[src/hw/bounce_pkg.sv]
// bounce demo shared types and fixed 640x480 video timing constants
// all timing values are in pixels horizontally and lines vertically

`default_nettype none

package bounce_pkg;

    typedef logic [9:0] coord_t;   // screen coordinate
    typedef logic [3:0] color_t;   // one vga colour channel
    typedef logic [7:0] speed_t;   // pixels moved per frame

    // visible area
    parameter int H_RES = 640;
    parameter int V_RES = 480;

    // horizontal timing
    parameter int H_FP   = 16;     // front porch
    parameter int H_SYNC = 96;     // sync pulse width
    parameter int H_BP   = 48;     // back porch

    // vertical timing
    parameter int V_FP   = 10;
    parameter int V_SYNC = 2;
    parameter int V_BP   = 33;

    // counter wrap points
    parameter int H_TOTAL = H_RES + H_FP + H_SYNC + H_BP;  // 800
    parameter int V_TOTAL = V_RES + V_FP + V_SYNC + V_BP;  // 525

    // sync windows
    parameter int H_SYNC_START = H_RES + H_FP;             // 656
    parameter int H_SYNC_END   = H_SYNC_START + H_SYNC;    // 752, exclusive
    parameter int V_SYNC_START = V_RES + V_FP;             // 490
    parameter int V_SYNC_END   = V_SYNC_START + V_SYNC;    // 492, exclusive

endpackage

`default_nettype wire
[src/hw/video_if.sv]
// raster bundle from the display timing generator to its consumers
// carries position, blanking, active-low syncs and the frame strobe

`timescale 1ns/1ps
`default_nettype none

interface video_if import bounce_pkg::*; ();

    coord_t sx;           // horizontal position, 0 to 799
    coord_t sy;           // vertical position, 0 to 524
    logic   de;           // visible area
    logic   hsync;        // active low
    logic   vsync;        // active low
    logic   frame_start;  // one cycle at sy 480, sx 0

    // timing generator side
    modport source (
        output sx, sy, de, hsync, vsync, frame_start
    );

    // movers and painter
    modport sink (
        input sx, sy, de, hsync, vsync, frame_start
    );

endinterface

`default_nettype wire

[src/hw/bounce_top.sv]
// bouncing squares VGA demo, 640x480
// timing generator, three square movers and the colour painter

`timescale 1ns/1ps
`default_nettype none

module bounce_top import bounce_pkg::*; #(
    parameter coord_t Q1_SIZE   = 100,
    parameter speed_t Q1_SPEED  = 3,
    parameter coord_t Q1_INIT_X = 530,  // right edge bounce early
    parameter coord_t Q1_INIT_Y = 20,
    parameter coord_t Q2_SIZE   = 150,
    parameter speed_t Q2_SPEED  = 2,
    parameter coord_t Q2_INIT_X = 10,
    parameter coord_t Q2_INIT_Y = 200,
    parameter coord_t Q3_SIZE   = 200,
    parameter speed_t Q3_SPEED  = 2,
    parameter coord_t Q3_INIT_X = 300,
    parameter coord_t Q3_INIT_Y = 274   // bottom edge bounce early
) (
    input  wire logic clk_pix,
    input  wire logic reset,
    output logic      vga_hsync,
    output logic      vga_vsync,
    output color_t    vga_r,
    output color_t    vga_g,
    output color_t    vga_b
);

    video_if vid ();

    coord_t q1_x, q1_y;
    coord_t q2_x, q2_y;
    coord_t q3_x, q3_y;

    display_timings u_timings (
        .clk_pix (clk_pix),
        .reset   (reset),
        .vid     (vid.source)
    );

    square_mover #(
        .SIZE(Q1_SIZE), .SPEED(Q1_SPEED), .INIT_X(Q1_INIT_X), .INIT_Y(Q1_INIT_Y)
    ) u_mover_q1 (
        .clk_pix (clk_pix),
        .reset   (reset),
        .vid     (vid.sink),
        .pos_x   (q1_x),
        .pos_y   (q1_y)
    );

    square_mover #(
        .SIZE(Q2_SIZE), .SPEED(Q2_SPEED), .INIT_X(Q2_INIT_X), .INIT_Y(Q2_INIT_Y)
    ) u_mover_q2 (
        .clk_pix (clk_pix),
        .reset   (reset),
        .vid     (vid.sink),
        .pos_x   (q2_x),
        .pos_y   (q2_y)
    );

    square_mover #(
        .SIZE(Q3_SIZE), .SPEED(Q3_SPEED), .INIT_X(Q3_INIT_X), .INIT_Y(Q3_INIT_Y)
    ) u_mover_q3 (
        .clk_pix (clk_pix),
        .reset   (reset),
        .vid     (vid.sink),
        .pos_x   (q3_x),
        .pos_y   (q3_y)
    );

    square_painter #(
        .Q1_SIZE(Q1_SIZE), .Q2_SIZE(Q2_SIZE), .Q3_SIZE(Q3_SIZE)
    ) u_painter (
        .clk_pix   (clk_pix),
        .reset     (reset),
        .vid       (vid.sink),
        .q1_x      (q1_x),
        .q1_y      (q1_y),
        .q2_x      (q2_x),
        .q2_y      (q2_y),
        .q3_x      (q3_x),
        .q3_y      (q3_y),
        .vga_hsync (vga_hsync),
        .vga_vsync (vga_vsync),
        .vga_r     (vga_r),
        .vga_g     (vga_g),
        .vga_b     (vga_b)
    );

endmodule

`default_nettype wire

[src/hw/square_painter.sv]
// per-pixel hit test for three squares
// one colour channel per square, registered together with the syncs

`timescale 1ns/1ps
`default_nettype none

module square_painter import bounce_pkg::*; #(
    parameter coord_t Q1_SIZE = 100,
    parameter coord_t Q2_SIZE = 150,
    parameter coord_t Q3_SIZE = 200
) (
    input  wire logic   clk_pix,
    input  wire logic   reset,
    video_if.sink       vid,
    input  wire coord_t q1_x,
    input  wire coord_t q1_y,
    input  wire coord_t q2_x,
    input  wire coord_t q2_y,
    input  wire coord_t q3_x,
    input  wire coord_t q3_y,
    output logic        vga_hsync,
    output logic        vga_vsync,
    output color_t      vga_r,
    output color_t      vga_g,
    output color_t      vga_b
);

    localparam color_t FULL = '1;  // intensity 15

    logic q1_hit;
    logic q2_hit;
    logic q3_hit;

    // square covers origin up to origin + size, exclusive
    function automatic logic in_square(
        input coord_t x,
        input coord_t y,
        input coord_t qx,
        input coord_t qy,
        input coord_t size
    );
        return (x >= qx) && (int'(x) < int'(qx) + int'(size))
            && (y >= qy) && (int'(y) < int'(qy) + int'(size));
    endfunction

    always_comb begin
        q1_hit = in_square(vid.sx, vid.sy, q1_x, q1_y, Q1_SIZE);
        q2_hit = in_square(vid.sx, vid.sy, q2_x, q2_y, Q2_SIZE);
        q3_hit = in_square(vid.sx, vid.sy, q3_x, q3_y, Q3_SIZE);
    end

    always_ff @(posedge clk_pix) begin
        if (reset) begin
            vga_hsync <= 1'b1;  // inactive
            vga_vsync <= 1'b1;
            vga_r     <= '0;
            vga_g     <= '0;
            vga_b     <= '0;
        end else begin
            vga_hsync <= vid.hsync;  // same stage as colour
            vga_vsync <= vid.vsync;
            vga_r     <= (vid.de && q1_hit) ? FULL : color_t'(0);
            vga_g     <= (vid.de && q2_hit) ? FULL : color_t'(0);
            vga_b     <= (vid.de && q3_hit) ? FULL : color_t'(0);
        end
    end

endmodule

`default_nettype wire

[src/hw/square_mover.sv]
// position of one bouncing square
// steps once per frame and reverses at the screen edges

`timescale 1ns/1ps
`default_nettype none

module square_mover import bounce_pkg::*; #(
    parameter coord_t SIZE   = 100,  // side length in pixels
    parameter speed_t SPEED  = 3,    // pixels per frame
    parameter coord_t INIT_X = 0,
    parameter coord_t INIT_Y = 0
) (
    input  wire logic clk_pix,
    input  wire logic reset,
    video_if.sink     vid,
    output coord_t    pos_x,
    output coord_t    pos_y
);

    logic   dir_x;   // 1 moves left
    logic   dir_y;   // 1 moves up
    coord_t next_x;
    coord_t next_y;
    logic   next_dir_x;
    logic   next_dir_y;

    // bounce rule for one axis, res is the visible extent of that axis
    function automatic void bounce(
        input  coord_t pos,
        input  logic   dir,
        input  int     res,
        output coord_t pos_n,
        output logic   dir_n
    );
        int far_edge;
        far_edge = res - (int'(SIZE) + int'(SPEED));
        if (int'(pos) >= far_edge) begin
            dir_n = 1'b1;                      // turn back toward origin
            pos_n = pos - coord_t'(SPEED);
        end else if (int'(pos) < int'(SPEED)) begin
            dir_n = 1'b0;                      // turn away from origin
            pos_n = pos + coord_t'(SPEED);
        end else begin
            dir_n = dir;
            pos_n = dir ? pos - coord_t'(SPEED) : pos + coord_t'(SPEED);
        end
    endfunction

    always_comb begin
        bounce(pos_x, dir_x, H_RES, next_x, next_dir_x);
        bounce(pos_y, dir_y, V_RES, next_y, next_dir_y);
    end

    always_ff @(posedge clk_pix) begin
        if (reset) begin
            pos_x <= INIT_X;
            pos_y <= INIT_Y;
            dir_x <= 1'b0;  // start right
            dir_y <= 1'b0;  // start down
        end else if (vid.frame_start) begin
            pos_x <= next_x;
            pos_y <= next_y;
            dir_x <= next_dir_x;
            dir_y <= next_dir_y;
        end
    end

    // square stays fully on screen across every update
    fits_h: assert property (
        @(posedge clk_pix) disable iff (reset)
        int'(pos_x) + int'(SIZE) <= H_RES
    );

    fits_v: assert property (
        @(posedge clk_pix) disable iff (reset)
        int'(pos_y) + int'(SIZE) <= V_RES
    );

endmodule

`default_nettype wire

[src/hw/display_timings.sv]
// 640x480 display timing generator
// free-running raster counters with data enable, syncs and a per-frame strobe

`timescale 1ns/1ps
`default_nettype none

module display_timings import bounce_pkg::*; (
    input  wire logic clk_pix,
    input  wire logic reset,
    video_if.source   vid
);

    coord_t sx;
    coord_t sy;
    logic   line_end;
    logic   frame_end;

    always_comb begin
        line_end  = (sx == coord_t'(H_TOTAL - 1));
        frame_end = (sy == coord_t'(V_TOTAL - 1));
    end

    // pixel and line counters
    always_ff @(posedge clk_pix) begin
        if (reset) begin
            sx <= '0;
            sy <= '0;
        end else if (line_end) begin
            sx <= '0;
            sy <= frame_end ? coord_t'(0) : sy + 1'b1;  // next line or wrap
        end else begin
            sx <= sx + 1'b1;
        end
    end

    logic h_active;
    logic v_active;
    logic h_in_sync;
    logic v_in_sync;

    always_comb begin
        h_active  = (sx < coord_t'(H_RES));
        v_active  = (sy < coord_t'(V_RES));
        h_in_sync = (sx >= coord_t'(H_SYNC_START)) && (sx < coord_t'(H_SYNC_END));
        v_in_sync = (sy >= coord_t'(V_SYNC_START)) && (sy < coord_t'(V_SYNC_END));
    end

    assign vid.sx          = sx;
    assign vid.sy          = sy;
    assign vid.de          = h_active && v_active;
    assign vid.hsync       = !h_in_sync;  // active low
    assign vid.vsync       = !v_in_sync;  // active low

    // first pixel of vertical blanking, animation happens here
    assign vid.frame_start = (sy == coord_t'(V_RES)) && (sx == '0);

    // horizontal counter never reaches the wrap value
    sx_in_range: assert property (
        @(posedge clk_pix) disable iff (reset)
        vid.sx < coord_t'(H_TOTAL)
    );

    // movers rely on the strobe landing outside the visible area
    frame_start_blank: assert property (
        @(posedge clk_pix) disable iff (reset)
        vid.frame_start |-> !vid.de
    );

endmodule

`default_nettype wire

[config.mk]
export PLATFORM = sky130hd
export DESIGN_NAME = bounce_top
export DESIGN_NICKNAME = d
export VERILOG_FILES = /design/src/hw/bounce_pkg.sv /design/src/hw/video_if.sv /design/src/hw/bounce_top.sv /design/src/hw/square_painter.sv /design/src/hw/square_mover.sv /design/src/hw/display_timings.sv
export SDC_FILE = /design/constraint.sdc
export NUM_CORES = 1
export LEC_CHECK = 0
export BUFFER_PORTS_ARGS = -buffer_cell sky130_fd_sc_hd__buf_2
export CAP_MARGIN = 10
export CORE_MARGIN = 2
export CORE_UTILIZATION = 47
export DETAILED_ROUTE_END_ITERATION = 10
export RECOVER_POWER = 25
export SYNTH_ARGS = -nofsm -noshare
export SYNTH_HDL_FRONTEND = slang
export SYNTH_HIERARCHICAL = 1
export SYNTH_SLANG_ARGS = --single-unit
[constraint.sdc]
create_clock -name clk_pix -period 3.1 [get_ports clk_pix]
set_input_delay 0.62 -clock clk_pix [delete_from_list [all_inputs] [get_ports clk_pix]]
set_output_delay 0.62 -clock clk_pix [all_outputs]
set_load 0.005 [all_outputs]
Yosys cells after proc, flatten, opt, wreduce, memory -nomap -nowiden:

Index checks and enable logic that the tools add are counted.

* bits in registers: 100
* bits of input ports: 2
* output and inout bits: 14
* word-level logic and storage cells: 138

* add/sub/neg operators: 20
* $lt $le $gt $ge: 30
* equal/unequal tests: 3
* mux-type cells: 34
* reductions and logical operators: 32

Operators by type and width (count)
* $lt 11x32->1: 6
* $mux 10: 19
* $add 10x2->10 const B: 6
* $ge 10x10->1: 6
* $ge 10x9->1 const B: 6
* $lt 10x2->1 const B: 6
* $sub 10x2->10 const B: 6
* $add 10x8->11 const B: 4
* $add 10x7->11 const B: 2
* $add 10x1->10 const B: 2
* $eq 10x10->1 const B: 2
* $ge 10x10->1 const B: 2
* $lt 10x10->1 const B: 2
* $lt 10x9->1 const B: 2
* $logic_and 1x1->1: 16
* $mux 1: 12
* $mux 4: 3
* $reduce_and 2->1: 6
* $reduce_bool 2->1: 6
* $eq 10x9->1 const B: 1
* $logic_not 10->1: 1
* $logic_not 1->1: 2
* $reduce_or 2->1: 1

Logic depth before layout (Yosys ltp):

Gate-level depths: netlist of run 1.

* depth in word-level cells: 7
* mapped depth: 11
* depth with buffers taken out: 11

Modules after synthesis:

The synthesis of run 1 kept the hierarchy.

Modules (own cells, without submodules)
* square_painter: instances 1, cells each 419, area each 3330.7 sq um, sequential area each 100.1 sq um
* square_mover at u_mover_q1: instances 1, cells each 206, area each 1649.1 sq um, sequential area each 440.4 sq um
* square_mover at u_mover_q3: instances 1, cells each 179, area each 1408.9 sq um, sequential area each 400.4 sq um
* square_mover at u_mover_q2: instances 1, cells each 164, area each 1365.1 sq um, sequential area each 400.4 sq um
* display_timings: instances 1, cells each 119, area each 1038.5 sq um, sequential area each 400.4 sq um

Worst setup path after synthesis of run 1:

No wires, ideal clock.

* path kind: flip-flop to flip-flop
* start point: reg u_timings.sy[5], in the netlist u_timings/vid.sy[5]
* end point: reg u_mover_q3.pos_x[4]
* setup time: 121 ps
* arrival: 2511 ps
* data required time: 2979 ps
* setup slack: 468 ps
* cell stages (with the launch flop): 8
* buffers on the path: 0
* clock period less this slack: 2632 ps
* cells stage by stage: dfxtp_1 > nand4_1 > nor4_1 > and4_1 > inv_1 > or4_2 > mux2i_1 > mux2_2

* word-level cells in the longest chain between the ends: 2

RTL lines
* start: declaration: line display_timings.sv:14 `coord_t sy;`
* start signal: assignment: line display_timings.sv:30 `sy <= frame_end ? coord_t'(0) : sy + 1'b1;`
* $eq 10x9->1: line display_timings.sv:55 `assign vid.frame_start = (sy == coord_t'(V_RES)) && (sx == '0);`
* $logic_and 1x1->1: line display_timings.sv:55
* named net vid.frame_start: line video_if.sv:14 `logic frame_start;`
* end signal: assignment: line square_mover.sv:61 `pos_x <= next_x;`
* end: declaration: line square_mover.sv:16 `output coord_t pos_x,`

The timed path passes the listed nets, and every way through them passes these cells.
A chain may end at the register's enable or synchronous reset.

Final worst setup path of run 1:

* start point: reg u_mover_q2.pos_x[2]
* end point: reg u_painter.vga_g[2]

* word-level cells in the longest chain between the ends: 7
* elaborated cells between the ends (all ways): 8
* those cells by class: add/sub (1); order compare (2); mux (1); reduce/logical (4)

RTL lines
* start: declaration: line square_mover.sv:16
* start signal: assignment: line square_mover.sv:61
* $add 10x8->11: line square_painter.sv:42 `return (x >= qx) && (int'(x) < int'(qx) + int'(size))`
* $lt 11x32->1: line square_painter.sv:42
* $logic_and 1x1->1 (*): line square_painter.sv:42
* $logic_and 1x1->1 (*) (2 in a row): line square_painter.sv:43 `&& (y >= qy) && (int'(y) < int'(qy) + int'(size));`
* $logic_and 1x1->1 (*): line square_painter.sv:63 `vga_g <= (vid.de && q2_hit) ? FULL : color_t'(0);`
* $mux 4 (*): line square_painter.sv:63
* end signal: assignment: line square_painter.sv:63
* end: declaration: line square_painter.sv:24 `output color_t vga_g,`

Every way passes the cells marked *; elsewhere a longest branch is shown, timed or not.

==> reports/metrics.yaml, run 1 <==
setup_viol_count_final: 0
synthCells: 1087
slowest_stage: "dfxtp_1"
clockBufferDepth: 2
skew_ns: 0.00561
cpLargestDelayFamily: "compound AO/OA/AOI/OAI gates"
wl_per_cell_um: 15.4
path_clk_slew_ns: 0.06
drive_gt1_share_pct: 11.1
die_height_um: 141
path_max_fanout: 7
drtIter0Drc: 330
crit_path_cell_trace: "inv_1 > ha_1 > o21a_1 > nor3_2 > xnor2_1 > ha_1 > nor2b_1 > a2111oi_0 > o211ai_1 > a311oi_1 > and3_1"
place_area_sq_um: 9220
cts_root_buffer: "clkbuf_16"
ctsHoldBuffers: 0
syn_avg_cell_area_sq_um: 8.09
fmax_mhz: 366
gr-total-overflow: 0
clk_latency_ns: 0.35
gp_congestion: 0.829
ir_worst_vdd_uv: 237
detail_route.first_pass.iterations: 5
ys_seq_area_share_pct: 19.8
hold_viol: 0
grt_pass1_wl_mm: 35.8
pre_cts_ws_ns: 0.334
grt_max_degree: 43
layout_setup_ws_ns: 0.365
cts_buffers: 9
io_pins: 16
fin_nets: 1245
pwr_density_cell_nw_per_um2: 260
area_growth_pct: 8.61
antenna_cells: 0
yosys_warnings: 6
cts.repair.resized: 0
multi_input_area_sq_um: 6490
grt_pass1_vias: 7363
ctsHtreeMaxLevel: 3
slew_viol_final: 0
nFillCells: 1793
cp_data_arrival_time_ns: 3.03
finalWorstPathRequiredPeriod_ns: 2.73
status: "finished clean"
worstPathRequired_ns: 3.39
hold_ws_ns: 0.486
drtAntennaViolNets: 0
path_buf_inv: 1
critPathKind: "flip-flop to flip-flop"
slowest_delay_ns: 0.45
fp.dieArea_sq_um: 19800
routed_wl_mm: 20.8
regArea_sq_um: 1740
synthFlopType: "dfxtp_1"
async_reset_ff_share_pct: 0
start_kind: "flip-flop"
timing.slew.headroom_pct: 49.0
post_synth_num_cell_types: 96
fin_setup_tns_ns: 0
worstSetupEndpointType: "flip-flop"
ys_ff_latch: 87
period_share_pct: 88.2
cts_setup_buffers: 0
core_sq_um: 18500
place_hpwl_mm: 15.0
cts_tree: "yes"
leakagePower_nw: 4.06
drt_drc_violations_left: 0
grtUsageTotal_pct: 21.7
final_area_sq_um: 9550
num_rows: 50
synth_edf_count: 0
via_per_inst: 5.64
cts.sinks: 87
die_w_um: 141
cap_violations: 0
syn_area_sq_um: 8790
initial_utilization_pct: 47.5
hold_class: "flip-flop to flip-flop"
rsz0062_at_grt: "false"
critPathMostFrequentCell: "ha_1"
place.port_buffers: 15
grt_antenna_before_repair: 0
worstMarginPinSlew_ns: 0.765
vias: 7600
[power by group]
| part | switching [mW] | internal (mW) | leakage, nW |
|---|---|---|---|
| sequential | 0.00672 | 1.12 | 0.702 |
| clock | 0.476 | 0.767 | 0.165 |
| combinational | 0.0674 | 0.0409 | 3.19 |
[cells by family (layout without fill, tap and decap cells)]
group | after synthesis | after routing | synth area share, %
xor+xnor | 61 | 61 | 6.08
mux | 57 | 57 | 6.87
other cells | 2 | 4 | 0.0854
buf+inv | 131 | 155 | 6.53
fa+ha+maj | 134 | 134 | 19.1
compound gates | 215 | 215 | 17.0
simple gates | 400 | 400 | 24.5
flops | 87 | 87 | 19.8
[cells in the final DEF, fill, tap and decap left out, drive strengths merged, types with 11 or more instances in the layout]
cell type | synthesis | routed
and3 | 17 | 17
or3 | 16 | 16
a21oi | 62 | 62
xor2 | 11 | 11
nand4 | 29 | 29
mux2 | 24 | 24
nor2 | 104 | 104
nand2 | 62 | 62
nand2b | 14 | 14
o21a | 14 | 14
dfxtp | 87 | 87
xnor2 | 50 | 50
nor3 | 36 | 36
buf | 23 | 48
ha | 134 | 134
inv | 86 | 86
nand3 | 36 | 36
nor2b | 35 | 35
mux2i | 33 | 33
clkbuf | 21 | 17
o21ai | 53 | 53
nor4 | 13 | 13
[path summary, 6_finish.rpt]
path / startpoint / to / depth (start not counted) / slack (ns)
min: u_timings/vid.sx[0] / u_timings/vid.sx[0] / 1 / 0.49
max: u_mover_q2/pos_x[2] / u_painter/vga_g[2] / 11 / 0.37
min reg2reg: u_timings/vid.sx[0] / u_timings/vid.sx[0] / 1 / 0.49
max reg2reg: u_mover_q2/pos_x[2] / u_painter/vga_g[2] / 11 / 0.37
[Yosys cell counts (6+ instances only)]
| cell | count | area share, % |
|---|---|---|
| nor2b_1 | 35 | 2.5 |
| nor3_1 | 33 | 1.9 |
| o211ai_1 | 6 | 0.51 |
| nand2b_1 | 14 | 1.0 |
| a211oi_1 | 10 | 0.85 |
| o21a_1 | 14 | 1.2 |
| o21ai_0 | 42 | 2.4 |
| mux2_1 | 8 | 1.0 |
| a21o_1 | 9 | 0.77 |
| nand4_1 | 28 | 2.0 |
| nor3b_1 | 6 | 0.51 |
| a31oi_1 | 6 | 0.43 |
| mux2_2 | 15 | 1.9 |
| buf_4 | 14 | 1.2 |
| nand3_1 | 36 | 2.0 |
| inv_1 | 84 | 3.6 |
| or3_1 | 14 | 1.0 |
| xor2_1 | 11 | 1.1 |
| o21ai_1 | 9 | 0.51 |
| nor2_1 | 103 | 4.4 |
| nand2_1 | 60 | 2.6 |
| and3_1 | 14 | 1.0 |
| ha_1 | 134 | 19 |
| mux2i_1 | 33 | 3.8 |
| o31ai_1 | 6 | 0.51 |
| nor4_1 | 11 | 0.78 |
| a21oi_1 | 58 | 3.3 |
| clkbuf_1 | 21 | 0.90 |
| xnor2_1 | 50 | 5.0 |
| a2111oi_0 | 6 | 0.60 |
| dfxtp_1 | 87 | 20 |
[flip-flops by register name, indices dropped and copies added (netlist names), 9 cells and up]
register	flops
u_mover_q1/pos_x	10
u_mover_q1/pos_y	10
u_mover_q2/pos_x	9
u_mover_q2/pos_y	9
u_mover_q3/pos_x	9
u_mover_q3/pos_y	9
u_timings/vid.sx	10
u_timings/vid.sy	10
[layer usage]
| layer | track usage (%) | wire, um | vias to the layer above |
|---|---|---|---|
| li1 | - | - | 3932 |
| met1 | 29.5 | 10200 | 3521 |
| met2 | 35.6 | 9440 | 117 |
| met3 | 2.65 | 585 | 30 |
| met4 | 7.79 | 501 | 0 |
| met5 | 0 | 0 | - |
[metrics by stage]
step / instances / total power, mW / utilization, %
after floorplan: 1089 / 1.23 / -
after global placement: 1332 / 1.26 / 49.8
after detailed placement: 1332 / 1.26 / 49.8
after CTS: 1347 / 2.52 / 51.6
after global routing: 1347 / 2.58 / 51.6
final: 1347 / 2.48 / 51.6
[cell type report]
cell class                 instances  share of cell area (%)
clock buffer                      12                    2.79
clock inverter                     3                   0.681
inverter                          87                    3.43
multi-input combinational        871                    68.0
sequential                        87                    18.2
tap                              234                    3.07
timing repair buffer              53                    3.84
No activity file was read; power rests on OpenSTA's default activity.
==> run 2, diff against run 1 <==
- CORE_MARGIN: 2 -> 10
==> reports/metrics.yaml, run 2 (synthesized netlist as in run 1, its figures left out) <==
slowest_delay_ns: 0.44
final_cell_mix: "134 x ha_1, 103 x nor2_1, 87 x dfxtp_1"
clockBufferDepth: 2
reg2reg_slack_ns: 0.38
grtUsageTotal_pct: 17.2
finalWorstPathRequiredPeriod_ns: 2.72
hold_viol: 0
slowest_stage: "dfxtp_1"
hold_class: "flip-flop to flip-flop"
drtAntennaViolNets: 0
ctsHoldBuffers: 0
grt_max_degree: 45
timing.slew.headroom_pct: -21.6
detail_route.first_pass.iterations: 4
ir_worst_vdd_uv: 258
ctsHtreeMaxLevel: 3
initial_utilization_pct: 48.3
vias: 7529
antenna_cells: 0
period_share_pct: 87.6
leakagePower_nw: 4.03
routed_wl_mm: 20.5
cts_root_buffer: "clkbuf_16"
fin_nets: 1244
setup_viol_count_final: 0
slew_viol_final: 42
critPathMostFrequentCell: "ha_1"
die_height_um: 157
grt_antenna_before_repair: 0
pwr_density_cell_nw_per_um2: 265
core_sq_um: 18200
cts_tree: "yes"
fin_setup_tns_ns: 0
fmax_mhz: 368
num_rows: 49
crit_path_cell_trace: "inv_1 > ha_1 > o21a_1 > nor3_2 > o21ai_1 > xnor2_1 > ha_1 > a2111oi_0 > o211ai_1 > a311oi_1 > and3_1"
worstSetupEndpointType: "flip-flop"
gr-total-overflow: 0
path_clk_slew_ns: 0.06
gp_congestion: 0.830
clk_latency_ns: 0.35
grt_pass1_vias: 7379
drtIter0Drc: 278
die_w_um: 157
path_buf_inv: 1
nFillCells: 1790
place_hpwl_mm: 15.0
place.port_buffers: 15
cpLargestDelayFamily: "compound AO/OA/AOI/OAI gates"
worstPathRequired_ns: 3.39
cp_data_arrival_time_ns: 3.01
cts_setup_buffers: 0
fp.dieArea_sq_um: 24600
start_kind: "flip-flop"
critPathKind: "flip-flop to flip-flop"
via_per_inst: 5.61
wl_per_cell_um: 15.3
status: "finished, violations left"
io_pins: 16
cap_violations: 1
worstMarginPinSlew_ns: 1.82
grt_pass1_wl_mm: 35.4
cts_buffers: 9
area_growth_pct: 8.45
path_max_fanout: 7
cts.sinks: 87
drt_drc_violations_left: 0
final_common_cell: "ha_1"
violations: "capacitance limit, slew limit"
rsz0062_at_grt: "false"
drive_gt1_share_pct: 10.4
hold_ws_ns: 0.489
skew_ns: 0.00775
-- run 2: cell types whose count changed in the layout (fill, tap and decap cells not counted), sizes merged --
cell | before | now
buf | 48 | 41
bufinv | 2 | 3
clkbuf | 17 | 24
clkinv | 1 | 0
-- run 2: worst paths after layout --
| check | start | cells past startpoint | to |
|---|---|---|---|
| max | u_mover_q2/pos_x[2] | 11 | u_painter/vga_g[2] |
| max reg2reg | u_mover_q2/pos_x[2] | 11 | u_painter/vga_g[2] |
| min | u_timings/vid.sx[0] | 1 | u_timings/vid.sx[0] |
| min reg2reg | u_timings/vid.sx[0] | 1 | u_timings/vid.sx[0] |
-- run 2: report_power, final --
part	switching, mW	internal (mW)	leakage [nW]
Sequential	0.00693	1.12	0.702
Combinational	0.0677	0.0403	3.16
Clock	0.475	0.812	0.164
Total	0.550	1.97	4.03
-- run 2: worst reg2reg max path, stage by stage (launching register included) --
cell and delay (ns):
dfxtp_1 0.44, inv_1 0.10, ha_1 0.21, o21a_1 0.20, nor3_2 0.19, o21ai_1 0.11
xnor2_1 0.14, ha_1 0.28, a2111oi_0 0.41, o211ai_1 0.15, a311oi_1 0.23, and3_1 0.20
-- run 2: area by class of cell --
| type | count | area, sq um | share of cell area (%) |
|---|---|---|---|
| Clock buffer | 13 | 250 | 2.62 |
| Timing Repair Buffer | 52 | 350 | 3.67 |
| Inverter | 87 | 328 | 3.44 |
| Multi-Input combinational cell | 871 | 6490 | 68.0 |
| Sequential cell | 87 | 1740 | 18.3 |
| Clock inverter | 3 | 90.1 | 0.945 |
| Tap cell | 229 | 287 | 3.00 |
-- run 2: layer usage --
metal  track usage (%)  vias up  wire, um
met2              29.1       67      9550
li1                  -     3954         -
met3              3.59       17       575
met1              21.9     3491     10100
met4              4.18        0       245
met5                 0        -         0
-- run 2: repair_timing --
action,in CTS,in global routing
hold endpoints to repair,0,0
endpoints found under the setup margin,0,1
gates resized for setup,0,1
-- run 2: through the flow --
stage                     cells  area [sq um]  total power [mW]  util, %  setup slack, ns
after floorplan            1089          8800              1.23        -            0.468
after global placement     1326          9210              1.26     50.6            0.400
after detailed placement   1326          9210              1.26     50.6            0.305
after CTS                  1342          9550              2.57     52.4            0.282
after global routing       1342          9540              2.63     52.4           0.0997
final                      1342          9540              2.52     52.4            0.384
==> run 3, diff against run 2 <==
- ABC_AREA: not set -> 1
- CELL_PAD_IN_SITES_DETAIL_PLACEMENT: not set -> 1
- CELL_PAD_IN_SITES_GLOBAL_PLACEMENT: not set -> 1
- PLACE_DENSITY_LB_ADDON: not set -> 0.1
==> reports/metrics.yaml, run 3 <==
status: "finished clean"
drive_gt1_share_pct: 9.81
synth_compound_area_share_pct: 11.6
utilization_pct: 50.6
startpoint: "u_timings/vid.sy[5]"
fin_setup_tns_ns: 0
ctsHtreeMaxLevel: 3
synth_xor_area_share_pct: 7.23
rr_startpoint: "u_timings/vid.sy[5]"
grt_antenna_before_repair: 0
placed_cells: 1810
place_area_sq_um: 10300
clockBufferDepth: 2
r2r_end: "u_mover_q1/dir_y"
fin_nets: 1683
yosys.area_share.simple_pct: 36.1
cts.sinks: 87
final_area_sq_um: 10600
area_growth_pct: 5.89
synth_common_cells: "377 x nand2_1, 186 x inv_1, 146 x nor2_1"
gp_congestion: 0.876
routed_wl_mm: 28.9
critPathKind: "flip-flop to flip-flop"
grt_pass1_wl_mm: 48.6
synthCells: 1543
syn_avg_cell_area_sq_um: 6.51
cts_root_buffer: "clkbuf_16"
post_synth_num_cell_types: 50
cp_data_arrival_time_ns: 3.03
drt_drc_violations_left: 0
antenna_cells: 0
drtAntennaViolNets: 0
via_per_inst: 5.33
period_share_pct: 90.4
start_kind: "flip-flop"
final_cell_mix: "379 x nand2_1, 185 x inv_1, 147 x nor2_1"
reg2reg_slack_ns: 0.30
endpoint: "u_mover_q1/dir_y"
synth_top_family_by_area: "simple AND/OR/NAND/NOR gates"
worstMarginPinSlew_ns: 0.910
r2r_cells: 7
die_w_um: 166
finalWorstPathRequiredPeriod_ns: 2.80
ys_seq_area_share_pct: 17.3
grtUsageTotal_pct: 20.4
detail_route.first_pass.iterations: 4
rsz0062_at_grt: "false"
yosysMostFrequentCell: "nand2_1"
syn_area_sq_um: 10000
hold_viol: 0
final_common_cell: "nand2_1"
yosys_warnings: 6
worstPathRequired_ns: 3.32
initial_utilization_pct: 47.8
cts_tree: "yes"
slew_viol_final: 0
vias: 9722
grt_max_degree: 36
cap_violations: 0
num_rows: 53
synth_top_cell_by_area: "dfxtp_1"
fin_cells: 1825
die_height_um: 166
synth_edf_count: 0
ir_worst_vdd_uv: 251
grt_pass1_vias: 9938
core_sq_um: 21000
fp.dieArea_sq_um: 27600
clk_latency_ns: 0.35
skew_ns: 0.00892
cts_setup_buffers: 0
path_max_fanout: 24
fmax_mhz: 357
leakagePower_nw: 4.99
ys_ff_latch: 87
synthTopCellsByArea: "dfxtp_1 17%, ha_1 17%, nand2_1 14%"
io_pins: 16
synth_top_cell_area_share_pct: 17.3
synthAdderAreaFrac_pct: 16.7
place_hpwl_mm: 22.2
synth.area.mux_share_pct: 0
cts_buffers: 9
drtIter0Drc: 437
async_reset_ff_share_pct: 0
worstSetupEndpointType: "flip-flop"
p_total_mw: 2.55
gr-total-overflow: 0
hold_class: "flip-flop to flip-flop"
timing.slew.headroom_pct: 39.1
path_clk_slew_ns: 0.07
place.port_buffers: 15
synthFlopType: "dfxtp_1"
pwr_density_cell_nw_per_um2: 239
wl_per_cell_um: 15.8
setup_viol_count_final: 0
-- run 3: changes by cell type after synthesis, moves of 15 or more --
cell     before  now
nor2b_1      35    0
inv_1        84  186
inv_2         2   21
a21oi_1      58  111
nand2_1      60  377
mux2_2       15    0
xnor2_1      50   10
mux2i_1      33    0
nand2_2       1   20
nor3_1       33   10
xor2_1       11   73
nor2_1      103  146
nand3_1      36  137
-- run 3: logic make-up (layout without fill, tap and decap cells) --
group / after synthesis / in the layout
and+or+nand+nor: 781 / 781
buffers and inverters: 254 / 259
AOI/OAI and AO/OA: 202 / 202
adders and majority gates: 134 / 134
DFF: 87 / 87
xor gates and xnor gates: 83 / 83
other: 2 / 4
-- run 3: metrics by stage --
stage / hold slack (ns) / worst slack [ns]
final: 0.489 / 0.297
after detailed placement: 0.477 / 0.375
after CTS: 0.488 / 0.349
after global placement: 0.459 / 0.511
after global routing: 0.522 / 0.000778
after floorplan: 0.441 / 0.639
-- run 3: where the power goes --
part | switching [mW] | total, mW | internal [mW]
clock | 0.483 | 1.35 | 0.862
combinational | 0.0517 | 0.0749 | 0.0232
sequential | 0.00577 | 1.13 | 1.12
total | 0.541 | 2.55 | 2.01
-- run 3: critical path, cell delays in order, from the launching register on --
cell	delay, ns
dfxtp_1	0.61
nand4_1	0.19
inv_1	0.14
nand2_1	0.11
nor4_4	0.59
inv_1	0.62
o21ai_0	0.30
a21oi_1	0.09
-- run 3: what timing repair did --
item,in CTS,in global routing
setup endpoints to repair,0,3
resized for setup,0,3
hold buffers,0,0
-- run 3: worst min path at each step --
stage / start / to / depth (start not counted)
after floorplan: u_timings/vid.sx[0] / u_timings/vid.sx[0] / 1
after global placement: u_timings/vid.sx[0] / u_timings/vid.sx[0] / 1
after detailed placement: u_timings/vid.sx[0] / u_timings/vid.sx[0] / 1
after CTS: u_mover_q1/dir_x / u_mover_q1/dir_x / 2
after global routing: u_mover_q1/dir_x / u_mover_q1/dir_x / 2
final: u_mover_q1/dir_x / u_mover_q1/dir_x / 2
-- run 3: area by class of cell --
cell class	instances	area (sq um)
Timing Repair Buffer	35	208
Inverter	209	791
Multi-Input combinational cell	1204	7200
Sequential cell	87	1740
Timing Repair inverter	1	7.51
Fill cell	2943	10400
Clock buffer	10	229
Tap cell	275	344
Clock inverter	4	120
-- run 3: layer usage --
metal  track usage [%]  wire [um]  share of wire [%]
met5                 0          0                  0
met4              5.27        298                1.0
met3              1.30        451                1.6
met2              35.9      14100                 49
met1              26.3      14100                 49
